<file path="src/common/srt_pkg.sv">
package srt_pkg;

	localparam int DATA_W  = 16;		// operand width
	localparam int REM_W   = DATA_W + 4;	// sign, headroom and guard bits
	localparam int ITERS   = 9;		// radix-4 digits per division
	localparam int SHIFT_W = 4;		// normalization shift count
	localparam int IDX_W   = 5;		// table index width
	localparam int LOW_W   = 2 * ITERS;	// dividend bits fed in two per digit

	// signed quotient digit, only -2 .. +2 is used
	typedef logic signed [2:0] digit_t;

endpackage

</file>
<file path="src/srt_iter/srt_qds.sv">
`timescale 1ns/1ps
`default_nettype none

module srt_qds (
	input  wire logic [srt_pkg::IDX_W-1:0] r_idx,	// estimate of 4r, 3 fraction bits
	input  wire logic [srt_pkg::IDX_W-1:0] d_idx,	// leading divisor bits, msb of fraction set
	output srt_pkg::digit_t                quotient
);
	import srt_pkg::*;

	logic             r_neg;		// sign of remainder estimate
	logic [IDX_W-1:0] r_mag;		// folded magnitude
	logic [3:0]       m1;		// threshold for digit one
	logic [3:0]       m2;		// threshold for digit two
	logic [1:0]       q_abs;
	digit_t           q_signed;

	assign r_neg = r_idx[IDX_W-1];
	assign r_mag = r_neg ? (~r_idx + 1'b1) : r_idx;

	// negative estimates are truncated down, so their thresholds sit one step higher
	always_comb begin
		case (d_idx[3:0])
			4'b1000: begin
				m1 = r_neg ? 4'd3 : 4'd2;
				m2 = r_neg ? 4'd7 : 4'd6;
			end
			4'b1001: begin
				m1 = r_neg ? 4'd3 : 4'd2;
				m2 = r_neg ? 4'd8 : 4'd7;
			end
			4'b1010: begin
				m1 = r_neg ? 4'd4 : 4'd3;
				m2 = r_neg ? 4'd9 : 4'd8;
			end
			4'b1011: begin
				m1 = r_neg ? 4'd4 : 4'd3;
				m2 = 4'd9;
			end
			4'b1100: begin
				m1 = r_neg ? 4'd5 : 4'd4;
				m2 = 4'd10;
			end
			4'b1101: begin
				m1 = r_neg ? 4'd5 : 4'd4;
				m2 = r_neg ? 4'd11 : 4'd10;
			end
			4'b1110: begin
				m1 = r_neg ? 4'd5 : 4'd4;
				m2 = 4'd11;
			end
			4'b1111: begin
				m1 = r_neg ? 4'd5 : 4'd4;
				m2 = 4'd12;
			end
			default: begin		// divisor not normalized
				m1 = 4'd15;
				m2 = 4'd15;
			end
		endcase
	end

	always_comb begin
		if (r_mag[3:0] < m1)
			q_abs = 2'd0;
		else if (r_mag[3:0] >= m2)
			q_abs = 2'd2;
		else
			q_abs = 2'd1;
	end

	// zero digit carries no sign
	assign q_signed = digit_t'({1'b0, q_abs});
	assign quotient = (r_neg && q_abs != 2'd0) ? -q_signed : q_signed;

endmodule

`default_nettype wire

</file>
<file path="src/srt_iter/srt_iter.sv">
`timescale 1ns/1ps
`default_nettype none

module srt_iter (
	input  wire logic                        clk,
	input  wire logic                        reset,
	input  wire logic                        load,
	input  wire logic [srt_pkg::REM_W-1:0]   norm_rem,
	input  wire logic [srt_pkg::LOW_W-1:0]   norm_low,
	input  wire logic [srt_pkg::DATA_W-1:0]  norm_div,
	output logic                             iter_done,
	output logic [srt_pkg::REM_W-1:0]        final_rem,
	output logic [srt_pkg::DATA_W-1:0]       final_div,
	output logic [srt_pkg::LOW_W-1:0]        q_pos,
	output logic [srt_pkg::LOW_W-1:0]        q_neg
);
	import srt_pkg::*;

	localparam int CNT_W = $clog2(ITERS + 1);
	localparam int EST_W = REM_W - DATA_W + 3;	// 4r estimate, integer part plus 3 fraction bits

	logic [REM_W-1:0]  rem_q;		// partial remainder, two's complement
	logic [LOW_W-1:0]  low_q;		// dividend bits not yet used
	logic [DATA_W-1:0] div_q;
	logic [LOW_W-1:0]  qp_q;		// converted quotient
	logic [LOW_W-1:0]  qn_q;		// converted quotient minus one
	logic [CNT_W-1:0]  count;
	logic              active;

	logic [REM_W-1:0]       w;		// 4r plus next dividend pair
	logic signed [EST_W-1:0] est;
	logic [IDX_W-1:0]       r_idx;
	logic [IDX_W-1:0]       d_idx;
	digit_t                 digit;
	logic [REM_W-1:0]       div_ext;
	logic [REM_W-1:0]       q_times_d;
	logic [REM_W-1:0]       rem_next;
	digit_t                 digit_m1;

	assign active = (count != '0);

	assign w = {rem_q[REM_W-3:0], low_q[LOW_W-1 -: 2]};

	// top bits of w, clamped so the folded magnitude always fits the table
	assign est = w[REM_W-1 -: EST_W];
	always_comb begin
		if (est > EST_W'(15))
			r_idx = 5'b01111;
		else if (est < -EST_W'(15))
			r_idx = 5'b10001;
		else
			r_idx = est[IDX_W-1:0];
	end

	assign d_idx = {1'b0, div_q[DATA_W-1 -: 4]};

	srt_qds u_qds (
		.r_idx    (r_idx),
		.d_idx    (d_idx),
		.quotient (digit)
	);

	assign div_ext = REM_W'(div_q);

	always_comb begin
		case (digit)
			3'sd2:   q_times_d = div_ext << 1;
			3'sd1:   q_times_d = div_ext;
			-3'sd1:  q_times_d = -div_ext;
			-3'sd2:  q_times_d = -(div_ext << 1);
			default: q_times_d = '0;
		endcase
	end

	assign rem_next = w - q_times_d;
	assign digit_m1 = digit - 3'sd1;

	always_ff @(posedge clk) begin
		if (reset) begin
			count     <= '0;
			iter_done <= 1'b0;
		end else begin
			iter_done <= 1'b0;
			if (load) begin
				count <= CNT_W'(ITERS);
			end else if (active) begin
				count     <= count - 1'b1;
				iter_done <= (count == CNT_W'(1));	// last digit
			end
		end
	end

	always_ff @(posedge clk) begin
		if (load) begin
			rem_q <= norm_rem;
			low_q <= norm_low;
			div_q <= norm_div;
			qp_q  <= '0;
			qn_q  <= '1;		// minus one
		end else if (active) begin
			rem_q <= rem_next;
			low_q <= low_q << 2;
			// on-the-fly conversion, low two bits of digit and digit minus one
			qp_q  <= {(digit < 0) ? qn_q[LOW_W-3:0] : qp_q[LOW_W-3:0], digit[1:0]};
			qn_q  <= {(digit > 0) ? qp_q[LOW_W-3:0] : qn_q[LOW_W-3:0], digit_m1[1:0]};
		end
	end

	assign final_rem = rem_q;
	assign final_div = div_q;
	assign q_pos     = qp_q;
	assign q_neg     = qn_q;

endmodule

`default_nettype wire

</file>
<file path="src/srt_normalizer.sv">
`timescale 1ns/1ps
`default_nettype none

module srt_normalizer (
	input  wire logic                          clk,
	input  wire logic                          reset,
	input  wire logic                          start,
	input  wire logic                          done,		// end of division from result stage
	input  wire logic [srt_pkg::DATA_W-1:0]    dividend,
	input  wire logic [srt_pkg::DATA_W-1:0]    divisor,
	output logic                               load,
	output logic                               busy,
	output logic [srt_pkg::REM_W-1:0]          norm_rem,
	output logic [srt_pkg::LOW_W-1:0]          norm_low,
	output logic [srt_pkg::DATA_W-1:0]         norm_div,
	output logic [srt_pkg::SHIFT_W-1:0]        shift,
	output logic                               div_zero,
	output logic [srt_pkg::DATA_W-1:0]         dividend_hold
);
	import srt_pkg::*;

	logic [SHIFT_W-1:0]        lz;		// leading zeros of divisor
	logic [2*DATA_W-1:0]       num_shift;	// dividend scaled like the divisor
	logic                      accept;

	assign accept = start & ~busy;

	// highest set bit wins, zero divisor ends up at the max count
	always_comb begin
		lz = SHIFT_W'(DATA_W - 1);
		for (int i = 0; i < DATA_W; i++) begin
			if (divisor[i])
				lz = SHIFT_W'(DATA_W - 1 - i);
		end
	end

	assign num_shift = {{DATA_W{1'b0}}, dividend} << lz;

	always_ff @(posedge clk) begin
		if (reset) begin
			load     <= 1'b0;
			busy     <= 1'b0;
			shift    <= '0;
			div_zero <= 1'b0;
		end else begin
			load <= accept;
			if (accept) begin
				busy     <= 1'b1;
				shift    <= lz;
				div_zero <= (divisor == '0);
			end else if (done) begin
				busy <= 1'b0;
			end
		end
	end

	// operand registers, only taken on an accepted start
	always_ff @(posedge clk) begin
		if (accept) begin
			norm_div      <= divisor << lz;		// top bit now set
			norm_rem      <= REM_W'(num_shift[2*DATA_W-1:LOW_W]);	// initial remainder
			norm_low      <= num_shift[LOW_W-1:0];	// shifted in two bits per digit
			dividend_hold <= dividend;
		end
	end

endmodule

`default_nettype wire

</file>
<file path="src/srt_result.sv">
`timescale 1ns/1ps
`default_nettype none

module srt_result (
	input  wire logic                        clk,
	input  wire logic                        reset,
	input  wire logic                        iter_done,
	input  wire logic [srt_pkg::REM_W-1:0]   final_rem,
	input  wire logic [srt_pkg::DATA_W-1:0]  final_div,
	input  wire logic [srt_pkg::LOW_W-1:0]   q_pos,
	input  wire logic [srt_pkg::LOW_W-1:0]   q_neg,
	input  wire logic [srt_pkg::SHIFT_W-1:0] shift,
	input  wire logic                        div_zero,
	input  wire logic [srt_pkg::DATA_W-1:0]  dividend_hold,
	output logic                             done,
	output logic [srt_pkg::DATA_W-1:0]       quotient,
	output logic [srt_pkg::DATA_W-1:0]       remainder
);
	import srt_pkg::*;

	logic             rem_neg;
	logic [REM_W-1:0] rem_fix;		// remainder after add-back
	logic [REM_W-1:0] rem_denorm;
	logic [LOW_W-1:0] q_sel;

	assign rem_neg = final_rem[REM_W-1];

	// negative remainder means one too many was subtracted
	assign rem_fix = rem_neg ? (final_rem + REM_W'(final_div)) : final_rem;
	assign q_sel   = rem_neg ? q_neg : q_pos;

	assign rem_denorm = rem_fix >> shift;	// undo divisor alignment

	always_ff @(posedge clk) begin
		if (reset) begin
			done      <= 1'b0;
			quotient  <= '0;
			remainder <= '0;
		end else begin
			done <= iter_done;
			if (iter_done) begin
				if (div_zero) begin
					quotient  <= '1;
					remainder <= dividend_hold;
				end else begin
					quotient  <= q_sel[DATA_W-1:0];	// upper digits are zero
					remainder <= rem_denorm[DATA_W-1:0];
				end
			end
		end
	end

endmodule

`default_nettype wire

</file>
<file path="src/srt_divider.sv">
`timescale 1ns/1ps
`default_nettype none

module srt_divider (
	input  wire logic                       clk,
	input  wire logic                       reset,
	input  wire logic                       start,
	input  wire logic [srt_pkg::DATA_W-1:0] dividend,
	input  wire logic [srt_pkg::DATA_W-1:0] divisor,
	output logic                            busy,
	output logic                            done,
	output logic [srt_pkg::DATA_W-1:0]      quotient,
	output logic [srt_pkg::DATA_W-1:0]      remainder
);
	import srt_pkg::*;

	logic               load;
	logic [REM_W-1:0]   norm_rem;
	logic [LOW_W-1:0]   norm_low;
	logic [DATA_W-1:0]  norm_div;
	logic [SHIFT_W-1:0] shift;
	logic               div_zero;
	logic [DATA_W-1:0]  dividend_hold;

	logic               iter_done;
	logic [REM_W-1:0]   final_rem;
	logic [DATA_W-1:0]  final_div;
	logic [LOW_W-1:0]   q_pos;
	logic [LOW_W-1:0]   q_neg;

	srt_normalizer u_norm (
		.clk           (clk),
		.reset         (reset),
		.start         (start),
		.done          (done),
		.dividend      (dividend),
		.divisor       (divisor),
		.load          (load),
		.busy          (busy),
		.norm_rem      (norm_rem),
		.norm_low      (norm_low),
		.norm_div      (norm_div),
		.shift         (shift),
		.div_zero      (div_zero),
		.dividend_hold (dividend_hold)
	);

	srt_iter u_iter (
		.clk       (clk),
		.reset     (reset),
		.load      (load),
		.norm_rem  (norm_rem),
		.norm_low  (norm_low),
		.norm_div  (norm_div),
		.iter_done (iter_done),
		.final_rem (final_rem),
		.final_div (final_div),
		.q_pos     (q_pos),
		.q_neg     (q_neg)
	);

	srt_result u_result (
		.clk           (clk),
		.reset         (reset),
		.iter_done     (iter_done),
		.final_rem     (final_rem),
		.final_div     (final_div),
		.q_pos         (q_pos),
		.q_neg         (q_neg),
		.shift         (shift),
		.div_zero      (div_zero),
		.dividend_hold (dividend_hold),
		.done          (done),
		.quotient      (quotient),
		.remainder     (remainder)
	);

endmodule

`default_nettype wire

</file>
<file path="config.mk">
export PLATFORM = sky130hd
export DESIGN_NAME = srt_divider
export DESIGN_NICKNAME = d
export VERILOG_FILES = /design/src/common/srt_pkg.sv /design/src/srt_iter/srt_qds.sv /design/src/srt_iter/srt_iter.sv /design/src/srt_normalizer.sv /design/src/srt_result.sv /design/src/srt_divider.sv
export SDC_FILE = /design/constraint.sdc
export NUM_CORES = 1
export LEC_CHECK = 0
export ABC_AREA = 1
export BUFFER_PORTS_ARGS = -buffer_cell sky130_fd_sc_hd__buf_2
export CORE_MARGIN = 1.5
export CORE_UTILIZATION = 50
export CTS_BUF_LIST = sky130_fd_sc_hd__clkbuf_4 sky130_fd_sc_hd__clkbuf_8
export CTS_CLUSTER_DIAMETER = 200
export CTS_CLUSTER_SIZE = 30
export DETAILED_ROUTE_END_ITERATION = 7
export MAX_ROUTING_LAYER = met4
export PLACE_DENSITY = 0.67
export SETUP_SLACK_MARGIN = 0.5
export SYNTH_ARGS = -nofsm -noshare
export SYNTH_HDL_FRONTEND = slang
export SYNTH_SLANG_ARGS = --single-unit
</file>
<file path="constraint.sdc">
create_clock -name clk -period 6.1 [get_ports clk]
set_clock_uncertainty 0.15 [all_clocks]
set_input_delay 1.22 -clock clk [delete_from_list [all_inputs] [get_ports clk]]
set_output_delay 1.22 -clock clk [all_outputs]
set_load 0.05 [all_outputs]
</file>
==> impl_metrics.env, run 1 <==
export IMPL_outcome="completed"
export IMPL_ant_nets=0
export IMPL_drc=0
export IMPL_startpoint_type="register"
export IMPL_row_count=58
export IMPL_synth_avg_cell_area_sq_um=7.099
export IMPL_coreArea_sq_um=25250
export IMPL_period_minus_slack_ps=5461
export IMPL_drive_gt1_share_pct=14.49
export IMPL_fin_tns_setup_ps=0
export IMPL_synth_edff_count=117
export IMPL_yosys_register_bits=194
export IMPL_synth_nets=1904
export IMPL_clk_pin_slew_ps=130
export IMPL_synth_flop_cell="edfxtp_1"
export IMPL_yosysWarnings=0
export IMPL_yosysMostFrequentCell="nand2_1"
export IMPL_cts_root_buf="clkbuf_8"
export IMPL_initial_core_util_pct=51.16
export IMPL_hold_viol_final=0
export IMPL_yosysTopAreaCell="edfxtp_1"
export IMPL_drv_cap=0
export IMPL_yosys_area_top_type_share_pct=27.19
export IMPL_grt_max_degree=57
export IMPL_setup_viol_count_final=0
export IMPL_fmax_mhz=183.1
export IMPL_cts_tree="built"
export IMPL_port_buffers=68
export IMPL_die_area_sq_um=26810
export IMPL_first_global_vias=11323
export IMPL_worstPathRequired_ps=6190
export IMPL_overflow=0
export IMPL_vias_per_cell=5.714
export IMPL_path_class="register to register"
export IMPL_rsz0062_at_grt="yes"
export IMPL_clk_latency_ps=500
export IMPL_critPathSlowestCell="edfxtp_1"
export IMPL_cts_hold_buf=0
export IMPL_synthDistinctLibCells=49
export IMPL_report_final_slew_viol_count=0
export IMPL_clock_path_buffers=2
export IMPL_drt_iter0_drc=1111
export IMPL_synth_cells=1820
export IMPL_crit_path_end_kind="register"
export IMPL_fp_dieH_microns=163.7
export IMPL_ioPinCount=69
export IMPL_crit_fanout=7
export IMPL_placed_area_sq_um=13520
export IMPL_hpwl_microns=28140
export IMPL_dr_total_vias=12770
export IMPL_max_stage_delay_ps=410
export IMPL_grt_antenna_before_repair=0
export IMPL_cts_sinks=194
export IMPL_ys_top_cells_by_count="501 x nand2_1, 305 x nand3_1, 172 x inv_1"
export IMPL_grt_pass1_wl_microns=59480
export IMPL_slew_headroom_pct=23.20
export IMPL_wire_per_inst_microns=17.45
export IMPL_gp_congestion=0.9554
export IMPL_tightest_slew_ps=1151
export IMPL_numCtsBuffers=17
export IMPL_arrival_ps=5550
export IMPL_synth_area_top_cells="edfxtp_1 27%, nand2_1 15%, dfxtp_1 12%"
export IMPL_postLayoutCellArea_sq_um=14620
export IMPL_n_antenna_cell=0
export IMPL_hold_path_class="register to register"
export IMPL_nets=1976
export IMPL_synthArstFlopShare_pct=0
export IMPL_syn_cell_area_sq_um=12920
export IMPL_dr_pass1_iters=6
export IMPL_cp_common_cell="nand3_1"
export IMPL_min_period_over_period_pct=89.53
export IMPL_cts_htree_levels=4
export IMPL_syn_to_final_growth_pct=13.18
export IMPL_track_usage_pct=29.40
export IMPL_seq_area_frac_synth_pct=39.12
export IMPL_wirelength_microns=39000
export IMPL_die_x_microns=163.7
==> cell usage in the layout (no fill, tap or decap), types with 7 or more instances in the layout <==
cell      count
o21ai_0     106
edfxtp_1    117
o21ai_2       7
inv_1       165
nand4_1      12
nor2_2       10
buf_4        62
o21ai_1      27
buf_2        68
or2_2         7
ha_4          7
o22ai_1      28
clkbuf_8     17
dfxtp_1      76
ha_1         38
xor2_1       17
a21oi_2       9
a31oi_1      19
nand2_2      18
nand3_2       7
nand2_1     489
nand3_1     304
a21oi_1      91
inv_2        14
nor2_1       85
nor3_1       16
==> logic make-up (layout without fill, tap and decap cells) <==
logic type      count (synthesis)  after routing  share of synthesized area (%)
simple gates                  982            983                          33.56
buf+inv                       265            349                          8.164
flops                         194            194                          39.12
mux                             1              1                        0.07748
fa+ha+maj                      49             49                          4.861
compound gates                310            310                          12.93
xor+xnor                       19             19                          1.288
==> metrics by stage <==
step / hold WS, ps / std cells / utilization (%) / setup slack [ps]
4_1_cts: 285.1 / 2209 / 56.05 / 499.6
2_1_floorplan: 250.3 / 1820 / - / 500.2
3_5_place_dp: 255.4 / 2163 / 53.54 / 44.82
6_report: 281.3 / 2235 / 57.90 / 638.7
5_1_grt: 291.1 / 2235 / 57.90 / 363.2
3_3_place_gp: 253.3 / 2163 / 53.54 / 187.3
==> state kept, by name (all words and copies together) (netlist names), 4 cells and up <==
name,flops
u_result.remainder,16
u_iter.low_q,18
u_iter.final_div,16
u_norm.norm_rem,13
u_norm.dividend_hold,16
u_iter.count,4
u_norm.norm_low,18
u_result.quotient,16
u_iter.q_pos,16
u_norm.norm_div,16
u_iter.q_neg,16
u_norm.shift,4
u_iter.final_rem,20
==> routing by layer <==
| layer | GRT usage, % | share of wire [%] |
|---|---|---|
| met1 | 36.88 | 43 |
| met3 | 3.131 | 4.7 |
| met2 | 49.06 | 49 |
| met4 | 10.83 | 3.5 |
| met5 | - | 0 |
==> path summary, 6_finish.rpt <==
kind	depth (start not counted)	start	slack, ps	endpoint
min	0	u_norm.norm_div[11]$_DFFE_PP_	280	u_iter.final_div[11]$_DFFE_PP_
max reg2reg	34	u_iter.final_rem[11]$_DFFE_PP_	640	u_iter.final_rem[19]$_SDFFCE_PP0P_
max	34	u_iter.final_rem[11]$_DFFE_PP_	640	u_iter.final_rem[19]$_SDFFCE_PP0P_
min reg2reg	0	u_norm.norm_div[11]$_DFFE_PP_	280	u_iter.final_div[11]$_DFFE_PP_
==> layout make-up <==
class	count	area, sq um
clock buffers	17	234.0
clock inverters	15	211.5
fillers	2491	10630
inverters	182	690.7
multi-input cells	1362	7161
flip-flops and latches	194	5056
well taps	330	412.9
repair buffers	134	850.8
repair inverters	1	6.256
==> repair_timing <==
action,in CTS,in global routing
endpoints found under the setup margin,14,16
cloned,0,2
gates resized for setup,22,77
buffers inserted,14,24
pin swaps,12,54
==> critical path, delay by kind of cell (launching register included) <==
kind	cells	cell delay, ps
adder cells (fa/ha/maj)	4	1030
flip-flops	1	410
AO/OA/AOI/OAI	7	1080
buffers and inverters	7	600
AND/OR/NAND/NOR	15	1710
XOR/XNOR	1	200
Power of run 1 is left out: the tool's default activity adds up to more than one toggle a clock period on the data nets, which glitch-free logic cannot reach.
==> run 2, diff against run 1 <==
--- a/config.mk
+++ b/config.mk
@@ -18,4 +18,5 @@
 export SETUP_SLACK_MARGIN = 0.5
 export SYNTH_ARGS = -nofsm -noshare
 export SYNTH_HDL_FRONTEND = slang
+export SYNTH_HIERARCHICAL = 1
 export SYNTH_SLANG_ARGS = --single-unit
==> impl_metrics.env, run 2 <==
export IMPL_outcome="completed"
export IMPL_drv_cap=0
export IMPL_hold_viol_final=0
export IMPL_dp_cells=2212
export IMPL_clk_pin_slew_ps=120
export IMPL_drc=0
export IMPL_syn_cell_area_sq_um=13490
export IMPL_min_period_over_period_pct=89.26
export IMPL_fin_tns_setup_ps=0
export IMPL_multiInputGateArea_sq_um=7556
export IMPL_worstPathRequired_ps=6160
export IMPL_layout_common_cells="463 x nand2_1, 300 x nand3_1, 185 x inv_1"
export IMPL_critPathSlowestCell="edfxtp_1"
export IMPL_slew_headroom_pct=21.93
export IMPL_cts_tree="built"
export IMPL_max_stage_delay_ps=440
export IMPL_die_x_microns=167.3
export IMPL_initial_core_util_pct=51.34
export IMPL_arrival_ps=5510
export IMPL_layout_cells_non_filler=2268
export IMPL_tightest_slew_ps=1170
export IMPL_drt_iter0_drc=959
export IMPL_track_usage_pct=27.72
export IMPL_clock_path_buffers=2
export IMPL_nets=2009
export IMPL_overflow=0
export IMPL_crit_fanout=6
export IMPL_grt_antenna_before_repair=0
export IMPL_period_minus_slack_ps=5445
export IMPL_first_global_vias=11646
export IMPL_cts_hold_buf=0
export IMPL_startpoint_type="register"
export IMPL_dr_pass1_iters=5
export IMPL_drive_gt1_share_pct=15.99
export IMPL_grt_max_degree=73
export IMPL_cts_root_buf="clkbuf_8"
export IMPL_fp_dieH_microns=167.3
export IMPL_setup_viol_count_final=0
export IMPL_cp_common_cell="ha_1"
export IMPL_layout_commonest_cell="nand2_1"
export IMPL_cts_htree_levels=4
export IMPL_crit_path_end_kind="register"
export IMPL_die_area_sq_um=27980
export IMPL_largest_reg_flops=20
export IMPL_ioPinCount=69
export IMPL_n_antenna_cell=0
export IMPL_wire_per_inst_microns=16.84
export IMPL_row_count=59
export IMPL_cts_sinks=194
export IMPL_clk_latency_ps=480
export IMPL_vias_per_cell=5.634
export IMPL_coreArea_sq_um=26280
export IMPL_wirelength_microns=38190
export IMPL_dr_total_vias=12778
export IMPL_report_final_slew_viol_count=0
export IMPL_grt_pass1_wl_microns=59920
export IMPL_fmax_mhz=183.7
export IMPL_yosysWarnings=6
export IMPL_nFillCells=2584
export IMPL_ant_nets=0
export IMPL_hold_path_class="register to register"
export IMPL_synth_avg_cell_area_sq_um=7.215
export IMPL_synth_cells=1870
export IMPL_seqCellArea_sq_um=5056
export IMPL_gp_congestion=0.9190
export IMPL_numCtsBuffers=17
export IMPL_port_buffers=68
export IMPL_path_class="register to register"
export IMPL_syn_to_final_growth_pct=10.48
export IMPL_hpwl_microns=28020
export IMPL_rsz0062_at_grt="yes"
==> run 2: worst paths after layout <==
check | start | to | slack [ps] | depth (start not counted)
setup / recovery | u_iter/final_rem[11]$_DFFE_PP_ | u_iter/final_rem[8]$_DFFE_PP_ | 660 | 33
hold / removal | u_norm/norm_div[6]$_SDFFCE_PP0P_ | u_iter/final_div[6]$_DFFE_PP_ | 270 | 0
setup reg to reg | u_iter/final_rem[11]$_DFFE_PP_ | u_iter/final_rem[8]$_DFFE_PP_ | 660 | 33
hold reg to reg | u_norm/norm_div[6]$_SDFFCE_PP0P_ | u_iter/final_div[6]$_DFFE_PP_ | 270 | 0
==> run 2: area by class of cell <==
cell class,instances,area share (%)
multi-input combinational,1385,50.69
sequential,194,33.92
inverter,206,5.212
timing repair buffer,116,4.709
tap,335,2.812
clock buffer,18,1.620
clock inverter,14,1.041
==> run 2: timing repair <==
action | 4_1_cts | 5_1_grt
gates resized for setup | 11 | 64
endpoints found under the hold margin | 0 | 0
pin swaps | 2 | 25
endpoints found under the setup margin | 18 | 18
buffers inserted | 6 | 17
cloned | 0 | 1
==> run 2: metrics by stage <==
stage	area [sq um]	hold slack [ps]	setup slack, ps	utilization (%)
after floorplan	13520	250.3	849.5	-
after global placement	14000	250.8	261.6	53.29
after detailed placement	14000	254.5	14.56	53.29
after CTS	14500	274.7	484.0	55.17
after global routing	14910	282.2	393.6	56.72
final	14910	269.5	655.1	56.72
==> run 2: routing by layer <==
metal	vias to the layer above	part of all wire (%)	GRT usage, %
met1	5939	45	35.53
met5	-	0	-
met3	59	4.4	2.789
met2	381	48	45.59
li1	6399	-	-
met4	0	3.3	10.30
==> run 2: critical path, delay by kind of cell (launching register included) <==
kind / cells / cell delay [ps]
AOI/OAI and AO/OA: 7 / 1090
xor gates and xnor gates: 2 / 450
adders and majority gates: 5 / 1220
buffers and inverters: 7 / 600
DFF: 1 / 440
and+or+nand+nor: 12 / 1210
Power of run 2 is left out for the same reason.
==> run 3, diff against run 2 <==
--- a/config.mk
+++ b/config.mk
@@ -9,7 +9,7 @@
 export BUFFER_PORTS_ARGS = -buffer_cell sky130_fd_sc_hd__buf_2
 export CORE_MARGIN = 1.5
 export CORE_UTILIZATION = 50
-export CTS_BUF_LIST = sky130_fd_sc_hd__clkbuf_4 sky130_fd_sc_hd__clkbuf_8
+export CTS_BUF_LIST = sky130_fd_sc_hd__clkbuf_8
 export CTS_CLUSTER_DIAMETER = 200
 export CTS_CLUSTER_SIZE = 30
 export DETAILED_ROUTE_END_ITERATION = 7
==> impl_metrics.env, run 3 (synthesis results as in run 2) <==
export IMPL_outcome="completed"
export IMPL_placed_area_sq_um=14000
export IMPL_reg2reg_depth=33
export IMPL_dr_total_vias=12734
export IMPL_cts_sinks=194
export IMPL_port_buffers=68
export IMPL_layout_common_cells="463 x nand2_1, 300 x nand3_1, 186 x inv_1"
export IMPL_grt_max_degree=73
export IMPL_worstPathRequired_ps=6160
export IMPL_cp_common_cell="ha_1"
export IMPL_period_minus_slack_ps=5440
export IMPL_row_count=59
export IMPL_n_antenna_cell=0
export IMPL_syn_to_final_growth_pct=10.45
export IMPL_initial_core_util_pct=51.34
export IMPL_hold_path_class="register to register"
export IMPL_clk_pin_slew_ps=120
export IMPL_rr_startpoint="u_iter/final_rem[11]$_DFFE_PP_"
export IMPL_drt_iter0_drc=1085
export IMPL_critPathSlowestCell="edfxtp_1"
export IMPL_grt_antenna_before_repair=0
export IMPL_drive_gt1_share_pct=15.93
export IMPL_drv_cap=0
export IMPL_min_period_over_period_pct=89.19
export IMPL_die_x_microns=167.3
export IMPL_startpoint_type="register"
export IMPL_overflow=0
export IMPL_fp_dieH_microns=167.3
export IMPL_cts_hold_buf=0
export IMPL_gp_congestion=0.9190
export IMPL_cts_tree="built"
export IMPL_numCtsBuffers=17
export IMPL_wire_per_inst_microns=16.84
export IMPL_max_stage_delay_ps=440
export IMPL_cts_root_buf="clkbuf_8"
export IMPL_tightest_slew_ps=1222
export IMPL_drc=0
export IMPL_coreArea_sq_um=26280
export IMPL_wirelength_microns=38190
export IMPL_path_class="register to register"
export IMPL_ioPinCount=69
export IMPL_die_area_sq_um=27980
export IMPL_grt_pass1_wl_microns=59910
export IMPL_report_final_slew_viol_count=0
export IMPL_vias_per_cell=5.615
export IMPL_layout_commonest_cell="nand2_1"
export IMPL_rsz0062_at_grt="yes"
export IMPL_dr_pass1_iters=5
export IMPL_first_global_vias=11652
export IMPL_crit_fanout=6
export IMPL_arrival_ps=5500
export IMPL_r2r_slack_ps=660
export IMPL_largest_reg_flops=20
export IMPL_utilization_pct=56.71
export IMPL_fmax_mhz=183.8
export IMPL_clk_latency_ps=480
export IMPL_hold_depth=0
export IMPL_hp_start="u_norm/norm_div[6]$_SDFFCE_PP0P_"
export IMPL_ant_nets=0
export IMPL_slew_headroom_pct=18.42
export IMPL_crit_path_end_kind="register"
export IMPL_postLayoutCellArea_sq_um=14900
export IMPL_whs_endpoint="u_iter/final_div[6]$_DFFE_PP_"
export IMPL_nets=2009
export IMPL_track_usage_pct=27.69
export IMPL_reg2reg_to="u_iter/final_rem[8]$_DFFE_PP_"
export IMPL_hold_viol_final=0
export IMPL_fin_tns_setup_ps=0
export IMPL_hpwl_microns=28020
export IMPL_setup_viol_count_final=0
export IMPL_cts_htree_levels=4
export IMPL_clock_path_buffers=2
run 3: area by class of cell:
cell class,count,area [sq um]
Sequential cell,194,5056
Clock buffer,17,234.0
Tap cell,335,419.2
Fill cell,2587,11380
Multi-Input combinational cell,1385,7556
Inverter,206,777.0
Timing Repair Buffer,116,701.9
Clock inverter,15,158.9
run 3: timing repair:
item,CTS,global route
buffers inserted,6,17
setup endpoints to repair,18,18
cloned,0,1
pin swaps,2,25
resized for setup,11,64
run 3: worst max-delay path: cells and delay by family (launching register included):
kind / cells / cell delay (ps)
adder cells (fa/ha/maj): 5 / 1220
AND/OR/NAND/NOR: 12 / 1210
AO/OA/AOI/OAI: 7 / 1090
buffers and inverters: 7 / 600
XOR/XNOR: 2 / 450
flip-flops: 1 / 440
run 3: layer usage:
layer,track usage [%],vias up,wire length [microns],share of wire (%)
met5,-,-,0,0
met4,10.11,0,1219,3.2
li1,-,6399,-,-
met1,35.52,5894,17070,45
met2,45.64,387,18120,47
met3,2.718,54,1776,4.7
run 3: worst max path at each step:
stage	from	endpoint	slack (ps)	cells after the start
final	u_iter/final_rem[11]$_DFFE_PP_	u_iter/final_rem[8]$_DFFE_PP_	660	33
after CTS	u_iter/final_rem[11]$_DFFE_PP_	u_iter/final_rem[16]$_DFFE_PP_	480	34
after floorplan	u_iter/final_rem[11]$_DFFE_PP_	u_iter/final_rem[11]$_DFFE_PP_	850	35
after global routing	u_iter/final_rem[17]$_DFFE_PP_	u_iter/final_rem[8]$_DFFE_PP_	390	32
after detailed placement	u_iter/final_rem[13]$_DFFE_PP_	u_iter/final_rem[11]$_DFFE_PP_	10	35
after global placement	u_iter/final_rem[11]$_DFFE_PP_	u_iter/final_rem[11]$_DFFE_PP_	260	35
run 3: stage by stage:
step / std cells / hold slack [ps] / worst slack [ps]
after CTS: 2250 / 274.7 / 484.0
final: 2268 / 269.2 / 659.6
after global routing: 2268 / 282.2 / 393.6
after floorplan: 1876 / 250.3 / 849.5
after detailed placement: 2212 / 254.5 / 14.56
after global placement: 2212 / 250.8 / 261.6
Power of run 3 is left out for the same reason.
